$ cat src/scaler_defs.svh
//--------------------------------------------------
// widths, tap count and phase count for the
// horizontal bicubic scaler
//--------------------------------------------------
`ifndef SCALER_DEFS_SVH
`define SCALER_DEFS_SVH

// gray pixel and signed Q2.8 coefficient
`define SCALER_PIX_W    8
`define SCALER_COE_W    10
`define SCALER_COE_FRAC 8

// filter shape
`define SCALER_TAPS     4
`define SCALER_PHASE_W  5
`define SCALER_PHASES   32

// step in 1/32 pixel, position has 12 integer bits
`define SCALER_STEP_W   8
`define SCALER_POS_W    17

`endif

$ cat src/cubic_coe.mem
// one row per phase 0 to 31, signed Q2.8 taps, 256 is 1.0
// fields c3_c2_c1_c0, c0 in the low 10 bits
0000000000_0000000000_0100000000_0000000000
0000000000_0000000100_0100000000_1111111100
0000000000_0000001010_0011111101_1111111001
1111111111_0000010000_0011111011_1111110110
1111111110_0000010111_0011110111_1111110100
1111111101_0000011111_0011110010_1111110010
1111111100_0000100111_0011101101_1111110000
1111111011_0000110000_0011100110_1111101111
1111111010_0000111010_0011011110_1111101110
1111111001_0001000100_0011010110_1111101101
1111110111_0001001110_0011001110_1111101101
1111110110_0001011001_0011000100_1111101101
1111110101_0001100100_0010111010_1111101101
1111110011_0001101111_0010110000_1111101110
1111110010_0001111010_0010100110_1111101110
1111110001_0010000101_0010011011_1111101111
1111110000_0010010000_0010010000_1111110000
1111101111_0010011011_0010000101_1111110001
1111101110_0010100110_0001111010_1111110010
1111101110_0010110000_0001101111_1111110011
1111101101_0010111010_0001100100_1111110101
1111101101_0011000100_0001011001_1111110110
1111101101_0011001101_0001001111_1111110111
1111101101_0011010110_0001000100_1111111001
1111101110_0011011110_0000111010_1111111010
1111101111_0011100101_0000110001_1111111011
1111110000_0011101100_0000101000_1111111100
1111110010_0011110010_0000011111_1111111101
1111110100_0011110111_0000010111_1111111110
1111110110_0011111011_0000010000_1111111111
1111111001_0011111110_0000001001_0000000000
1111111100_0011111111_0000000101_0000000000

$ cat src/scaler_coe_pkg.sv
//--------------------------------------------------
// coefficient types: phase, single tap weight and
// the four-tap set read from the ROM
//--------------------------------------------------
`include "scaler_defs.svh"

package scaler_coe_pkg;

    // interpolation phase, fraction of the target in 1/32
    typedef logic [`SCALER_PHASE_W-1:0] phase_t;

    // signed weight, 256 is 1.0
    typedef logic signed [`SCALER_COE_W-1:0] coe_t;

    // c0 sits in the low bits, same as a .mem row
    typedef struct packed {
        coe_t c3;
        coe_t c2;
        coe_t c1;
        coe_t c0;
    } coe_set_t;

endpackage

$ cat src/scaler_pix_pkg.sv
//--------------------------------------------------
// pixel types: single pixel, four-pixel window and
// the job handed from the window stage to the MAC
//--------------------------------------------------
`include "scaler_defs.svh"

package scaler_pix_pkg;

    // unsigned gray sample
    typedef logic [`SCALER_PIX_W-1:0] pix_t;

    // p0 oldest, p3 newest
    // p0 in the low bits, lined up with c0
    typedef struct packed {
        pix_t p3;
        pix_t p2;
        pix_t p1;
        pix_t p0;
    } pix_win_t;

    // window plus its phase
    typedef struct packed {
        pix_win_t               win;
        scaler_coe_pkg::phase_t phase;
    } pix_job_t;

endpackage

$ cat src/scaler_ctrl.sv
//--------------------------------------------------
// output position walker: latched step, input index
// and fixed-point target, emit and phase per pixel
//--------------------------------------------------
`timescale 1ns/1ps
`include "scaler_defs.svh"

module scaler_ctrl (
    input  logic                      clk,
    input  logic                      rst,
    input  logic                      line_start,
    input  logic [`SCALER_STEP_W-1:0] step,
    input  logic                      pix_valid,
    output logic                      emit,
    output scaler_coe_pkg::phase_t    phase
);

    // integer part of the position
    localparam int IDX_W = `SCALER_POS_W - `SCALER_PHASE_W;

    // 1.0 in fixed point
    localparam logic [`SCALER_STEP_W-1:0] STEP_ONE = 1 << `SCALER_PHASE_W;
    localparam logic [`SCALER_POS_W-1:0]  POS_ONE  = 1 << `SCALER_PHASE_W;

    // window needs two pixels past the target
    localparam logic [IDX_W:0] LEAD = 2;

    logic [`SCALER_STEP_W-1:0] step_q;
    logic [IDX_W-1:0]          idx;
    logic [`SCALER_POS_W-1:0]  target;
    logic [IDX_W-1:0]          target_int;
    logic [IDX_W:0]            emit_idx;

    // --------------------------------------------------
    // emit decision
    // --------------------------------------------------
    assign target_int = target[`SCALER_POS_W-1:`SCALER_PHASE_W];

    // one extra bit so the +2 cannot wrap
    assign emit_idx = {1'b0, target_int} + LEAD;

    // fires on the pixel that completes the window
    assign emit  = pix_valid && ({1'b0, idx} == emit_idx);

    // fraction of the target picks the ROM row
    assign phase = target[`SCALER_PHASE_W-1:0];

    // --------------------------------------------------
    // counters
    // --------------------------------------------------
    always_ff @(posedge clk) begin
        if (rst) begin
            step_q <= STEP_ONE;
            idx    <= '0;
            target <= POS_ONE;
        end else if (line_start) begin
            // new line, restart at position 1.0
            step_q <= step;
            idx    <= '0;
            target <= POS_ONE;
        end else begin
            if (pix_valid) begin
                idx <= idx + 1'b1;
            end
            // step >= 1.0, so at most one output per pixel
            if (emit) begin
                target <= target + {{(`SCALER_POS_W - `SCALER_STEP_W){1'b0}}, step_q};
            end
        end
    end

    // lines longer than 4095 pixels would wrap idx

endmodule

$ cat src/scaler_line.sv
//--------------------------------------------------
// line scaler top: control, window, coefficient
// ROM and MAC
//--------------------------------------------------
`timescale 1ns/1ps
`include "scaler_defs.svh"

module scaler_line (
    input  logic                      clk,
    input  logic                      rst,
    input  logic                      line_start,
    input  logic [`SCALER_STEP_W-1:0] step,
    input  logic                      pix_valid,
    input  scaler_pix_pkg::pix_t      pix_in,
    output logic                      out_valid,
    output scaler_pix_pkg::pix_t      out_pix
);

    logic                     emit;
    scaler_coe_pkg::phase_t   phase;
    scaler_pix_pkg::pix_job_t job;
    logic                     job_valid;
    scaler_coe_pkg::coe_set_t coe;

    // --------------------------------------------------
    // which pixels produce an output, and at which phase
    // --------------------------------------------------
    scaler_ctrl u_ctrl (
        .clk        (clk),
        .rst        (rst),
        .line_start (line_start),
        .step       (step),
        .pix_valid  (pix_valid),
        .emit       (emit),
        .phase      (phase)
    );

    // window capture, job registered on the same edge
    scaler_window u_window (
        .clk       (clk),
        .rst       (rst),
        .pix_valid (pix_valid),
        .pix_in    (pix_in),
        .emit      (emit),
        .phase     (phase),
        .job       (job),
        .job_valid (job_valid)
    );

    // weights one cycle after the job
    scaler_rom_coe u_rom (
        .clk   (clk),
        .phase (job.phase),
        .coe   (coe)
    );

    // window delayed inside to meet the ROM data
    scaler_mac u_mac (
        .clk       (clk),
        .rst       (rst),
        .job_valid (job_valid),
        .win       (job.win),
        .coe       (coe),
        .out_valid (out_valid),
        .out_pix   (out_pix)
    );

endmodule

$ cat src/scaler_mac.sv
//--------------------------------------------------
// four-tap MAC: align with ROM, products, then sum,
// round and clamp to the pixel range
//--------------------------------------------------
`timescale 1ns/1ps
`include "scaler_defs.svh"

module scaler_mac (
    input  logic                     clk,
    input  logic                     rst,
    input  logic                     job_valid,
    input  scaler_pix_pkg::pix_win_t win,
    input  scaler_coe_pkg::coe_set_t coe,
    output logic                     out_valid,
    output scaler_pix_pkg::pix_t     out_pix
);

    // 9-bit signed pixel times 10-bit weight, plus growth for 4 terms
    localparam int PROD_W = `SCALER_PIX_W + 1 + `SCALER_COE_W;
    localparam int SUM_W  = PROD_W + 2;

    localparam logic signed [SUM_W-1:0] ROUND   = 1 <<< (`SCALER_COE_FRAC - 1);
    localparam logic signed [SUM_W-1:0] PIX_MAX = (1 << `SCALER_PIX_W) - 1;

    scaler_pix_pkg::pix_win_t   win_d;
    logic                       vld_d;
    logic signed [PROD_W-1:0]   prod [`SCALER_TAPS];
    logic                       vld_p;
    logic signed [SUM_W-1:0]    sum;
    logic signed [SUM_W-1:0]    shifted;

    // pixel is unsigned, so widen with a zero first
    function automatic logic signed [PROD_W-1:0] tap_mul(
        input scaler_pix_pkg::pix_t p,
        input scaler_coe_pkg::coe_t c
    );
        logic signed [`SCALER_PIX_W:0] ps;
        ps = signed'({1'b0, p});
        return ps * c;
    endfunction

    // --------------------------------------------------
    // stage 0, wait for ROM data
    // --------------------------------------------------
    always_ff @(posedge clk) begin
        win_d <= win;
    end

    // --------------------------------------------------
    // stage 1, products
    // --------------------------------------------------
    always_ff @(posedge clk) begin
        prod[0] <= tap_mul(win_d.p0, coe.c0);
        prod[1] <= tap_mul(win_d.p1, coe.c1);
        prod[2] <= tap_mul(win_d.p2, coe.c2);
        prod[3] <= tap_mul(win_d.p3, coe.c3);
    end

    // --------------------------------------------------
    // stage 2, sum, round, clamp
    // --------------------------------------------------
    assign sum     = prod[0] + prod[1] + prod[2] + prod[3] + ROUND;
    assign shifted = sum >>> `SCALER_COE_FRAC;

    always_ff @(posedge clk) begin
        if (shifted < 0) begin
            out_pix <= '0;
        end else if (shifted > PIX_MAX) begin
            out_pix <= '1;
        end else begin
            out_pix <= shifted[`SCALER_PIX_W-1:0];
        end
    end

    // valid follows the data stages
    always_ff @(posedge clk) begin
        if (rst) begin
            vld_d     <= 1'b0;
            vld_p     <= 1'b0;
            out_valid <= 1'b0;
        end else begin
            vld_d     <= job_valid;
            vld_p     <= vld_d;
            out_valid <= vld_p;
        end
    end

endmodule

$ cat src/scaler_rom_coe.sv
//--------------------------------------------------
// coefficient ROM, one four-tap set per phase,
// single registered read port
//--------------------------------------------------
`timescale 1ns/1ps
`include "scaler_defs.svh"

module scaler_rom_coe (
    input  logic                     clk,
    input  scaler_coe_pkg::phase_t   phase,
    output scaler_coe_pkg::coe_set_t coe
);

    localparam int SET_W = `SCALER_TAPS * `SCALER_COE_W;

    // one row per phase, taps side by side in columns
    logic [SET_W-1:0] rom [`SCALER_PHASES];

    // binary rows, c0 in the low 10 bits
    initial begin
        $readmemb("/design/src/cubic_coe.mem", rom);
    end

    // --------------------------------------------------
    // read port
    // --------------------------------------------------
    // address sampled on this edge, data valid after it
    always_ff @(posedge clk) begin
        coe <= scaler_coe_pkg::coe_set_t'(rom[phase]);
    end

endmodule

$ cat src/scaler_window.sv
//--------------------------------------------------
// four-pixel shift window and registered job stage
//--------------------------------------------------
`timescale 1ns/1ps

module scaler_window (
    input  logic                      clk,
    input  logic                      rst,
    input  logic                      pix_valid,
    input  scaler_pix_pkg::pix_t      pix_in,
    input  logic                      emit,
    input  scaler_coe_pkg::phase_t    phase,
    output scaler_pix_pkg::pix_job_t  job,
    output logic                      job_valid
);

    scaler_pix_pkg::pix_win_t win_q;
    scaler_pix_pkg::pix_win_t win_next;

    // window as it looks after this pixel shifts in
    always_comb begin
        win_next.p0 = win_q.p1;
        win_next.p1 = win_q.p2;
        win_next.p2 = win_q.p3;
        win_next.p3 = pix_in;
    end

    // shift only on a strobe, gaps hold the window
    always_ff @(posedge clk) begin
        if (pix_valid) begin
            win_q <= win_next;
        end
    end

    // --------------------------------------------------
    // job stage
    // --------------------------------------------------
    // pipeline timing starts here
    always_ff @(posedge clk) begin
        if (pix_valid && emit) begin
            job.win   <= win_next;
            job.phase <= phase;
        end
    end

    always_ff @(posedge clk) begin
        if (rst) begin
            job_valid <= 1'b0;
        end else begin
            job_valid <= pix_valid && emit;
        end
    end

endmodule

$ cat config.mk
export PLATFORM = sky130hd
export DESIGN_NAME = scaler_line
export DESIGN_NICKNAME = d
export VERILOG_FILES = /design/src/scaler_coe_pkg.sv /design/src/scaler_pix_pkg.sv /design/src/scaler_ctrl.sv /design/src/scaler_line.sv /design/src/scaler_mac.sv /design/src/scaler_rom_coe.sv /design/src/scaler_window.sv
export VERILOG_INCLUDE_DIRS = /design/src /design/src/src
export SDC_FILE = /design/constraint.sdc
export NUM_CORES = 1
export LEC_CHECK = 0
export CAP_MARGIN = 20
export CORE_ASPECT_RATIO = 1.75
export CORE_UTILIZATION = 35
export CTS_CLUSTER_SIZE = 24
export DETAILED_ROUTE_END_ITERATION = 8
export DONT_BUFFER_PORTS = 1
export HOLD_SLACK_MARGIN = 0.06
export PLACE_DENSITY = 0.57
export SYNTH_ARGS = -nofsm -noshare
export SYNTH_HDL_FRONTEND = slang
export SYNTH_HIERARCHICAL = 1
export SYNTH_SLANG_ARGS = --single-unit
$ cat constraint.sdc
create_clock -name clk -period 4.9 [get_ports clk]
set_input_delay 0.245 -clock clk [delete_from_list [all_inputs] [get_ports clk]]
set_output_delay 0.245 -clock clk [all_outputs]
set_load 0.005 [all_outputs]
==> results of run 1 <==
-- flip-flops by register name, indices dropped and copies added, names as in the netlist, 8 cells and up --
name,count
u_mac/prod,76
u_window/job,32
u_mac/out_pix,8
u_ctrl/step_q,8
u_ctrl/idx,12
u_ctrl/target,17
u_window/win_next,24
u_mac/win_d,32
-- cell type report --
| class | count | area [um2] |
|---|---|---|
| Tap cell | 773 | 967.2 |
| Fill cell | 5921 | 35890 |
| Sequential cell | 213 | 4825 |
| Timing Repair Buffer | 27 | 277.8 |
| Multi-Input combinational cell | 1382 | 13770 |
| Clock inverter | 12 | 133.9 |
| Inverter | 474 | 1779 |
| Clock buffer | 29 | 618.1 |
-- cells in the final DEF, fill, tap and decap left out, types with 5 or more instances in the layout --
| cell | instances |
|---|---|
| inv_1 | 473 |
| fa_1 | 303 |
| and2_1 | 199 |
| ha_1 | 197 |
| nand2_1 | 171 |
| dfxtp_1 | 157 |
| xnor2_1 | 78 |
| a21oi_1 | 62 |
| edfxtp_1 | 56 |
| nor2_1 | 49 |
| conb_1 | 40 |
| nor3_1 | 27 |
| dlygate4sd3_1 | 25 |
| clkbuf_16 | 23 |
| xor2_1 | 22 |
| nand3_1 | 21 |
| a21o_1 | 17 |
| o21ai_0 | 16 |
| or3_1 | 14 |
| nor2b_1 | 14 |
| o21a_1 | 13 |
| o31ai_1 | 12 |
| mux2i_1 | 11 |
| o211ai_1 | 10 |
| and3_1 | 9 |
| o21ai_1 | 8 |
| nand4_1 | 8 |
| nor4_1 | 7 |
| a211oi_1 | 7 |
| or4_1 | 7 |
| o21bai_1 | 6 |
| a31oi_1 | 5 |
-- routing by layer --
| metal | share of wire [%] | vias up |
|---|---|---|
| met3 | 2.3 | 83 |
| li1 | - | 6464 |
| met1 | 37 | 6702 |
| met4 | 4.2 | 0 |
| met5 | 0 | - |
| met2 | 57 | 174 |
-- power by group through the flow --
stage          Sequential [mW]  Clock, mW  Combinational (mW)
6_report                  2.45       1.72                8.72
5_1_grt                   2.47       1.84                9.96
4_1_cts                   2.46       1.78                8.12
3_5_place_dp              2.50          0                8.04
3_3_place_gp              2.50          0                7.84
2_1_floorplan             2.38          0                7.07
-- worst paths after layout --
path | start | endpoint | slack [ps]
hold / removal | pix_valid | u_ctrl/idx[3] | 110
hold reg to reg | u_window/job[22] | u_mac/win_d[17] | 340
setup / recovery | u_mac/prod[3][6] | u_mac/out_pix[3] | 730
setup reg to reg | u_mac/prod[3][6] | u_mac/out_pix[3] | 730
-- per-stage QoR --
stage / worst slack [ps] / power (mW) / hold WS (ps) / utilization, %
floorplan: 983.1 / 9.453 / 316.6 / -
global placement: 780.2 / 10.35 / 319.4 / 36.64
detailed placement: 699.3 / 10.54 / 320.7 / 36.64
CTS: 700.0 / 12.36 / 96.07 / 38.40
global route: 530.8 / 14.27 / 129.9 / 38.40
finish: 733.2 / 12.89 / 109.6 / 38.40
-- critical path, delay by kind of cell (launching register included) --
family / cells / cell delay (ps)
adders and majority gates: 4 / 1610
AOI/OAI and AO/OA: 6 / 1110
buffers and inverters: 2 / 100
DFF: 1 / 300
and+or+nand+nor: 2 / 910
==> run metrics, run 1 <==
fin. max-slew vios=0; FP Rows=117; Setup violations, final=0; Fin. Hold Viols=0; drt first pass iters=5; GR Util met2=29.76%; vias per cell=4.613; Rel. slew slack=61.09%; Cells after Synth=2092; sequential share of power=19.0%; DRC violations left=0; vias in the first global route=14840; global routing usage on met1=15.26%; PwrDens=575.9 nW/um2; Worst Max-Slew Pin Slew=583.7 ps; Resize count post-CTS=0; part of the power in the clock network=13.3%; Final nets=2641; final wirelength=42400 um; Tot GR Track Use=14.88%; GPL Wtd Cong=0.8684; die area=59980 um2; placed instance area=21350 um2; antenna diode count=0; static leakage=11.26 nW; CTS tree=built; Overflow after GRT=0; Port Buffers=0; max incr delay on CP=520 ps; Internal=7.148 mW; hold depth=3; first-pass GRT wire length=70790 um; Inserted Clock Buffers=23; critical path type=register to register; Mean Syn Cell Area=9.866 um2; grt peak-use layer=met2; max cap viols=0; clock sinks=213; Skew-Pair Late Insertion Delay=530 ps; Core Footprint=58260 um2; antenna violations before repair=0; Die Y=323.2 um; largest net degree at the start of global routing=33; post-DR wirelength/cell=14.57 um; nature of the critical path startpoint=register; initial core utilization=35.42%; final non-filler cell total=2910; switching share of power=44.52%; fraction of layout cells with a size suffix above 1=2.667%; Synth Cell Area=20640 um2; R2R depth=14; worst min path class=input port to register; Post-DP HPWL=35910 um; Area growth syn-to-layout=8.396%; clock buffer depth=3; Post CTS Setup Buffer Count=0; WP data arrival=4560 ps; status=completed; Root Driver=clkbuf_16; f_max=240.0 MHz; post-route design area=22370 um2; CP dominant cell by count=fa_1; Setup crit end kind=register; ANT nets after route=0; GR Util met3=1.452%; hold_buf cts=26; placed cell count=2843; fin crit period=4167 ps; final setup TNS=0 ps; NetSw=5.737 mW; Slowest-stage cell, CP=fa_1; Fin Clk Skew=11.88 ps; Logic pwr share=67.7%; Critical Path RT=5290 ps; 1st-iter DRT viols=401; vias=13420; VDD IR-drop max=710.3 uV; Ports=29; die width=185.6 um; Reg clk slew, reported paths=60 ps; RSZ-0062 raised after global routing=no; worst-path maximum fanout=8; YS warnings=6; worst path cell trace=inv_1, fa_1, inv_1, fa_1, fa_1, ha_1, or4_4, a21oi_2, a211oi_2, o21a_1, o211a_4, or4_4, a21oi_4, a21oi_1; htree depth=1; crit share post-route=85.04%
Power figures use the tool's default switching activity.
==> run 2: changes to the inputs <==
==> constraint.sdc (replaced) <==
create_clock -name clk -period 4.9 [get_ports clk]
set_input_delay 0 -clock clk [delete_from_list [all_inputs] [get_ports clk]]
set_output_delay 0 -clock clk [all_outputs]
set_load 0.005 [all_outputs]
==> run metrics, run 2 (same netlist as run 1, synthesis figures left out) <==
Area growth syn-to-layout=8.396% (unchanged); RSZ-0062 raised after global routing=no; CTS tree=built; Core Footprint=58260 um2 (unchanged); final worst-path setup slack=731.2 ps (-1.978 ps); Port Buffers=0 (unchanged); initial core utilization=35.42% (unchanged); placed instance area=21350 um2 (unchanged); post-route design area=22370 um2 (unchanged); Fin Clk Skew=11.81 ps (-0.07030 ps); f_max=239.9 MHz (about the same); Worst Max-Slew Pin Slew=596.9 ps (+13.21 ps); CP dominant cell by count=fa_1; max incr delay on CP=520 ps (about the same); commonest non-fill, non-tap cells in the layout=inv_1 (473), fa_1 (303), and2_1 (199), ha_1 (197), nand2_1 (171); drt first pass iters=5 (unchanged); Fin. Hold Viols=0 (unchanged); Slowest-stage cell, CP=fa_1; die area=59980 um2 (unchanged); VDD IR-drop max=710.5 uV (about the same); Critical Path RT=5290 ps (about the same); Die Y=323.2 um (unchanged); final wirelength=42360 um (about the same); vias per cell=4.618 (+0.11%); antenna violations before repair=0 (unchanged); GR Util met3=1.407% (-0.045 points); largest net degree at the start of global routing=33 (unchanged); Skew-Pair Late Insertion Delay=530 ps (about the same); status=completed; Rel. slew slack=60.21% (-0.88 points); FP Rows=117 (unchanged); worst min path class=input port to register; fraction of layout cells with a size suffix above 1=2.667% (unchanged); final setup TNS=0 ps (unchanged); Overflow after GRT=0 (unchanged); Top Registers=u_mac/prod x76, u_mac/win_d x32, u_window/job x32; Setup crit end kind=register; clock buffer depth=3 (unchanged); Final nets=2641 (unchanged); antenna diode count=0 (unchanged); GPL Wtd Cong=0.8684 (unchanged); nature of the critical path startpoint=register; worst hold margin=82.54 ps (-27.08 ps); post-DR wirelength/cell=14.56 um (about the same); Root Driver=clkbuf_16; WP data arrival=4560 ps (about the same); Ports=29 (unchanged); 1st-iter DRT viols=390 (-2.7%); fin. max-slew vios=0 (unchanged); Inserted Clock Buffers=23 (unchanged); global routing usage on met1=15.29% (+0.029 points); first-pass GRT wire length=70780 um (about the same); Tot GR Track Use=14.88% (about the same); max cap viols=0 (unchanged); fin crit period=4169 ps (+1.978 ps); Top reg by flops=u_mac/prod; worst-path maximum fanout=8 (unchanged); critical path type=register to register; clock sinks=213 (unchanged); # fillers=5921 (unchanged); Seq. cell area=4825 um2 (unchanged); worst path cell trace=inv_1, fa_1, inv_1, fa_1, fa_1, ha_1, or4_4, a21oi_2, a211oi_2, o21a_1, o211a_4, or4_4, a21oi_4, a21oi_1; die width=185.6 um (unchanged); Setup violations, final=0 (unchanged); static leakage=11.26 nW (unchanged); vias=13440 (+0.11%); crit share post-route=85.08% (about the same); GR Util met2=29.75% (about the same); Post-DP HPWL=35910 um (unchanged); Post CTS Setup Buffer Count=0 (unchanged); most common cell after layout, fill and taps aside=inv_1; Reg clk slew, reported paths=60 ps (about the same); number of flip-flops in the largest register=76 (unchanged); DRC violations left=0 (unchanged); grt peak-use layer=met2; htree depth=1 (unchanged); vias in the first global route=14840 (-0.0067%); ANT nets after route=0 (unchanged); PwrDens=575.9 nW/um2 (about the same); worst slack, placed=699.3 ps (unchanged); area of the multi-input gates=13770 um2 (unchanged); Power Total=12.89 mW (about the same)
-- run 2: cell counts in the layout (fill, tap and decap cells not counted) --
No cell type changed its count.
-- run 2: per-stage QoR --
step,cells,util [%]
2_1_floorplan,2131,-
3_3_place_gp,2843,36.64
3_5_place_dp,2843,36.64
4_1_cts,2910,38.40
5_1_grt,2910,38.40
6_report,2910,38.40
-- run 2: timing repair --
| item | CTS | global route |
|---|---|---|
| endpoints found under the hold margin | 75 | 0 |
| resized for setup | 0 | 0 |
| hold buffers | 26 | 0 |
-- run 2: worst paths after layout --
check / from / to / slack, ps / cells after the start
worst min register to register: u_window/job[22] / u_mac/win_d[17] / 340 / 0
worst max register to register: u_mac/prod[3][6] / u_mac/out_pix[3] / 730 / 14
worst max-delay path: u_mac/prod[3][6] / u_mac/out_pix[3] / 730 / 14
worst min-delay path: pix_valid / u_window/job[28] / 80 / 2
-- run 2: final cells by class --
cell class	instances	area share, %
clock buffers	29	2.763
inverters	474	7.953
flip-flops and latches	213	21.56
well taps	773	4.323
repair buffers	27	1.242
multi-input cells	1382	61.56
clock inverters	12	0.5984
-- run 2: layer usage --
layer  share of wire (%)  up-vias  wire length (um)
li1                    -     6466                 -
met1                  37     6708             15540
met2                  57      177             24050
met3                 2.2       87               932
met4                 4.3        0              1832
met5                   0        -                 0
-- run 2: critical path: cells and delay by family (launching register included) --
kind	cells	cell delay (ps)
buf+inv	2	100
flops	1	300
fa+ha+maj	4	1610
compound gates	6	1110
simple gates	2	910
-- run 2: report_power, final --
| part | internal, mW | switching, mW |
|---|---|---|
| clock | 1.01 | 0.710 |
| sequential | 2.23 | 0.213 |
| combinational | 3.91 | 4.81 |
==> run 3: changes to the inputs <==
--- a/config.mk
+++ b/config.mk
@@ -9,6 +9,7 @@
 export CAP_MARGIN = 20
 export CORE_ASPECT_RATIO = 1.75
 export CORE_UTILIZATION = 35
+export CTS_BUF_LIST = sky130_fd_sc_hd__clkbuf_8 sky130_fd_sc_hd__clkbuf_16
 export CTS_CLUSTER_SIZE = 24
 export DETAILED_ROUTE_END_ITERATION = 8
 export DONT_BUFFER_PORTS = 1
==> run metrics, run 3 (same netlist as run 1, synthesis figures left out) <==
status=completed; commonest non-fill, non-tap cells in the layout=inv_1 (477), fa_1 (303), and2_1 (199), ha_1 (197), nand2_1 (171); clock buffer depth=3 (unchanged); antenna diode count=0 (unchanged); Core Footprint=58260 um2 (unchanged); max cap viols=0 (unchanged); Root Driver=clkbuf_16; Tot GR Track Use=14.88% (unchanged); RSZ-0062 raised after global routing=no; fin crit period=4168 ps (-0.4660 ps); hold_buf cts=26 (unchanged); Worst Hold Launch=pix_valid; reg-to-reg slack, setup=730 ps (about the same); placed cell count=2843 (unchanged); worst min path class=input port to register; initial core utilization=35.42% (unchanged); Critical Path RT=5290 ps (about the same); vias per cell=4.619 (about the same); Final nets=2641 (unchanged); first-pass GRT wire length=70780 um (unchanged); Worst Max-Slew Pin Slew=596.9 ps (unchanged); final core occ=38.40% (unchanged); Reg clk slew, reported paths=60 ps (about the same); 1st-iter DRT viols=388 (-0.51%); clock sinks=213 (unchanged); ANT nets after route=0 (unchanged); hold depth=2 (unchanged); WP data arrival=4560 ps (about the same); fin. max-slew vios=0 (unchanged); static leakage=11.28 nW (+0.15%); # fillers=5921 (unchanged); fraction of layout cells with a size suffix above 1=2.667% (unchanged); critical path type=register to register; worst-path maximum fanout=8 (unchanged); post-route design area=22370 um2 (unchanged); nature of the critical path startpoint=register; Worst Hold End=u_window/job[28]; Post CTS Setup Buffer Count=0 (unchanged); Area growth syn-to-layout=8.396% (unchanged); Seq. cell area=4825 um2 (unchanged); f_max=239.9 MHz (about the same); die width=185.6 um (unchanged); Setup violations, final=0 (unchanged); Logic pwr share=67.7% (about the same); R2R depth=14 (unchanged); Post-DP HPWL=35910 um (unchanged); PwrDens=575.4 nW/um2 (about the same); Fin. Hold Viols=0 (unchanged); vias in the first global route=14840 (unchanged); crit share post-route=85.07% (about the same); FP Rows=117 (unchanged); die area=59980 um2 (unchanged); Internal=7.138 mW (-0.14%); placed instance area=21350 um2 (unchanged); Fin Clk Skew=11.62 ps (-0.1902 ps); switching share of power=44.55% (about the same); Overflow after GRT=0 (unchanged); final worst-path setup slack=731.6 ps (+0.4660 ps); CTS tree=built; Setup crit end kind=register; antenna violations before repair=0 (unchanged); most common cell after layout, fill and taps aside=inv_1; VDD IR-drop max=711.0 uV (about the same); vias=13440 (+0.022%); GPL Wtd Cong=0.8684 (unchanged); final non-filler cell total=2910 (unchanged); Skew-Pair Late Insertion Delay=530 ps (about the same); Ports=29 (unchanged); drt first pass iters=5 (unchanged); DRC violations left=0 (unchanged); worst slack, placed=699.3 ps (unchanged); part of the power in the clock network=13.3% (about the same); end of the worst register-to-register path=u_mac/out_pix[3]; htree depth=1 (unchanged); worst hold margin=81.34 ps (-1.201 ps); final wirelength=42330 um (about the same); post-DR wirelength/cell=14.54 um (about the same); Die Y=323.2 um (unchanged); sequential share of power=19.0% (about the same); Rel. slew slack=60.21% (unchanged); Top reg by flops=u_mac/prod; worst reg2reg path startpoint=u_mac/prod[3][6]; Port Buffers=0 (unchanged); Top Registers=u_mac/prod x76, u_mac/win_d x32, u_window/job x32; NetSw=5.736 mW (about the same); largest net degree at the start of global routing=33 (unchanged); Resize count post-CTS=0 (unchanged); Inserted Clock Buffers=23 (unchanged); number of flip-flops in the largest register=76 (unchanged); final setup TNS=0 ps (unchanged); area of the multi-input gates=13770 um2 (unchanged); Power Total=12.87 mW (about the same)
## run 3: worst max-delay path by stage
stage / start / endpoint
after floorplan: u_mac/prod[3][6] / u_mac/out_pix[6]
after global placement: u_mac/prod[3][5] / u_mac/out_pix[6]
after detailed placement: u_mac/prod[3][6] / u_mac/out_pix[1]
after CTS: u_mac/prod[3][6] / u_mac/out_pix[1]
after global routing: u_mac/prod[3][5] / u_mac/out_pix[6]
final: u_mac/prod[3][6] / u_mac/out_pix[3]
## run 3: power groups by stage
stage | combinational (mW) | clock (mW) | sequential, mW
3_5_place_dp | 8.04 | 0 | 2.50
3_3_place_gp | 7.84 | 0 | 2.50
5_1_grt | 9.96 | 1.83 | 2.47
2_1_floorplan | 7.07 | 0 | 2.38
6_report | 8.72 | 1.71 | 2.45
4_1_cts | 8.12 | 1.77 | 2.46
## run 3: cell type report
type                       instances  share of cell area [%]
clock buffer                      25                   2.696
clock inverter                    16                  0.6655
inverter                         474                   7.953
multi-input combinational       1382                   61.56
sequential                       213                   21.56
tap                              773                   4.323
timing repair buffer              27                   1.242
## run 3: routing by layer
layer | vias up | GRT usage, % | part of all wire [%]
met1 | 6709 | 15.29 | 37
met2 | 179 | 29.75 | 57
met4 | 0 | 6.339 | 4.3
li1 | 6466 | - | -
met3 | 87 | 1.407 | 2.2
met5 | - | 0 | 0
## run 3: worst max-delay path: stages, from the launching register on
cell and delay [ps]:
dfxtp_1 300, inv_1 50, fa_1 520, inv_1 50, fa_1 390, fa_1 480, ha_1 220, or4_4 420
a21oi_2 150, a211oi_2 120, o21a_1 230, o211a_4 260, or4_4 490, a21oi_4 240, a21oi_1 110
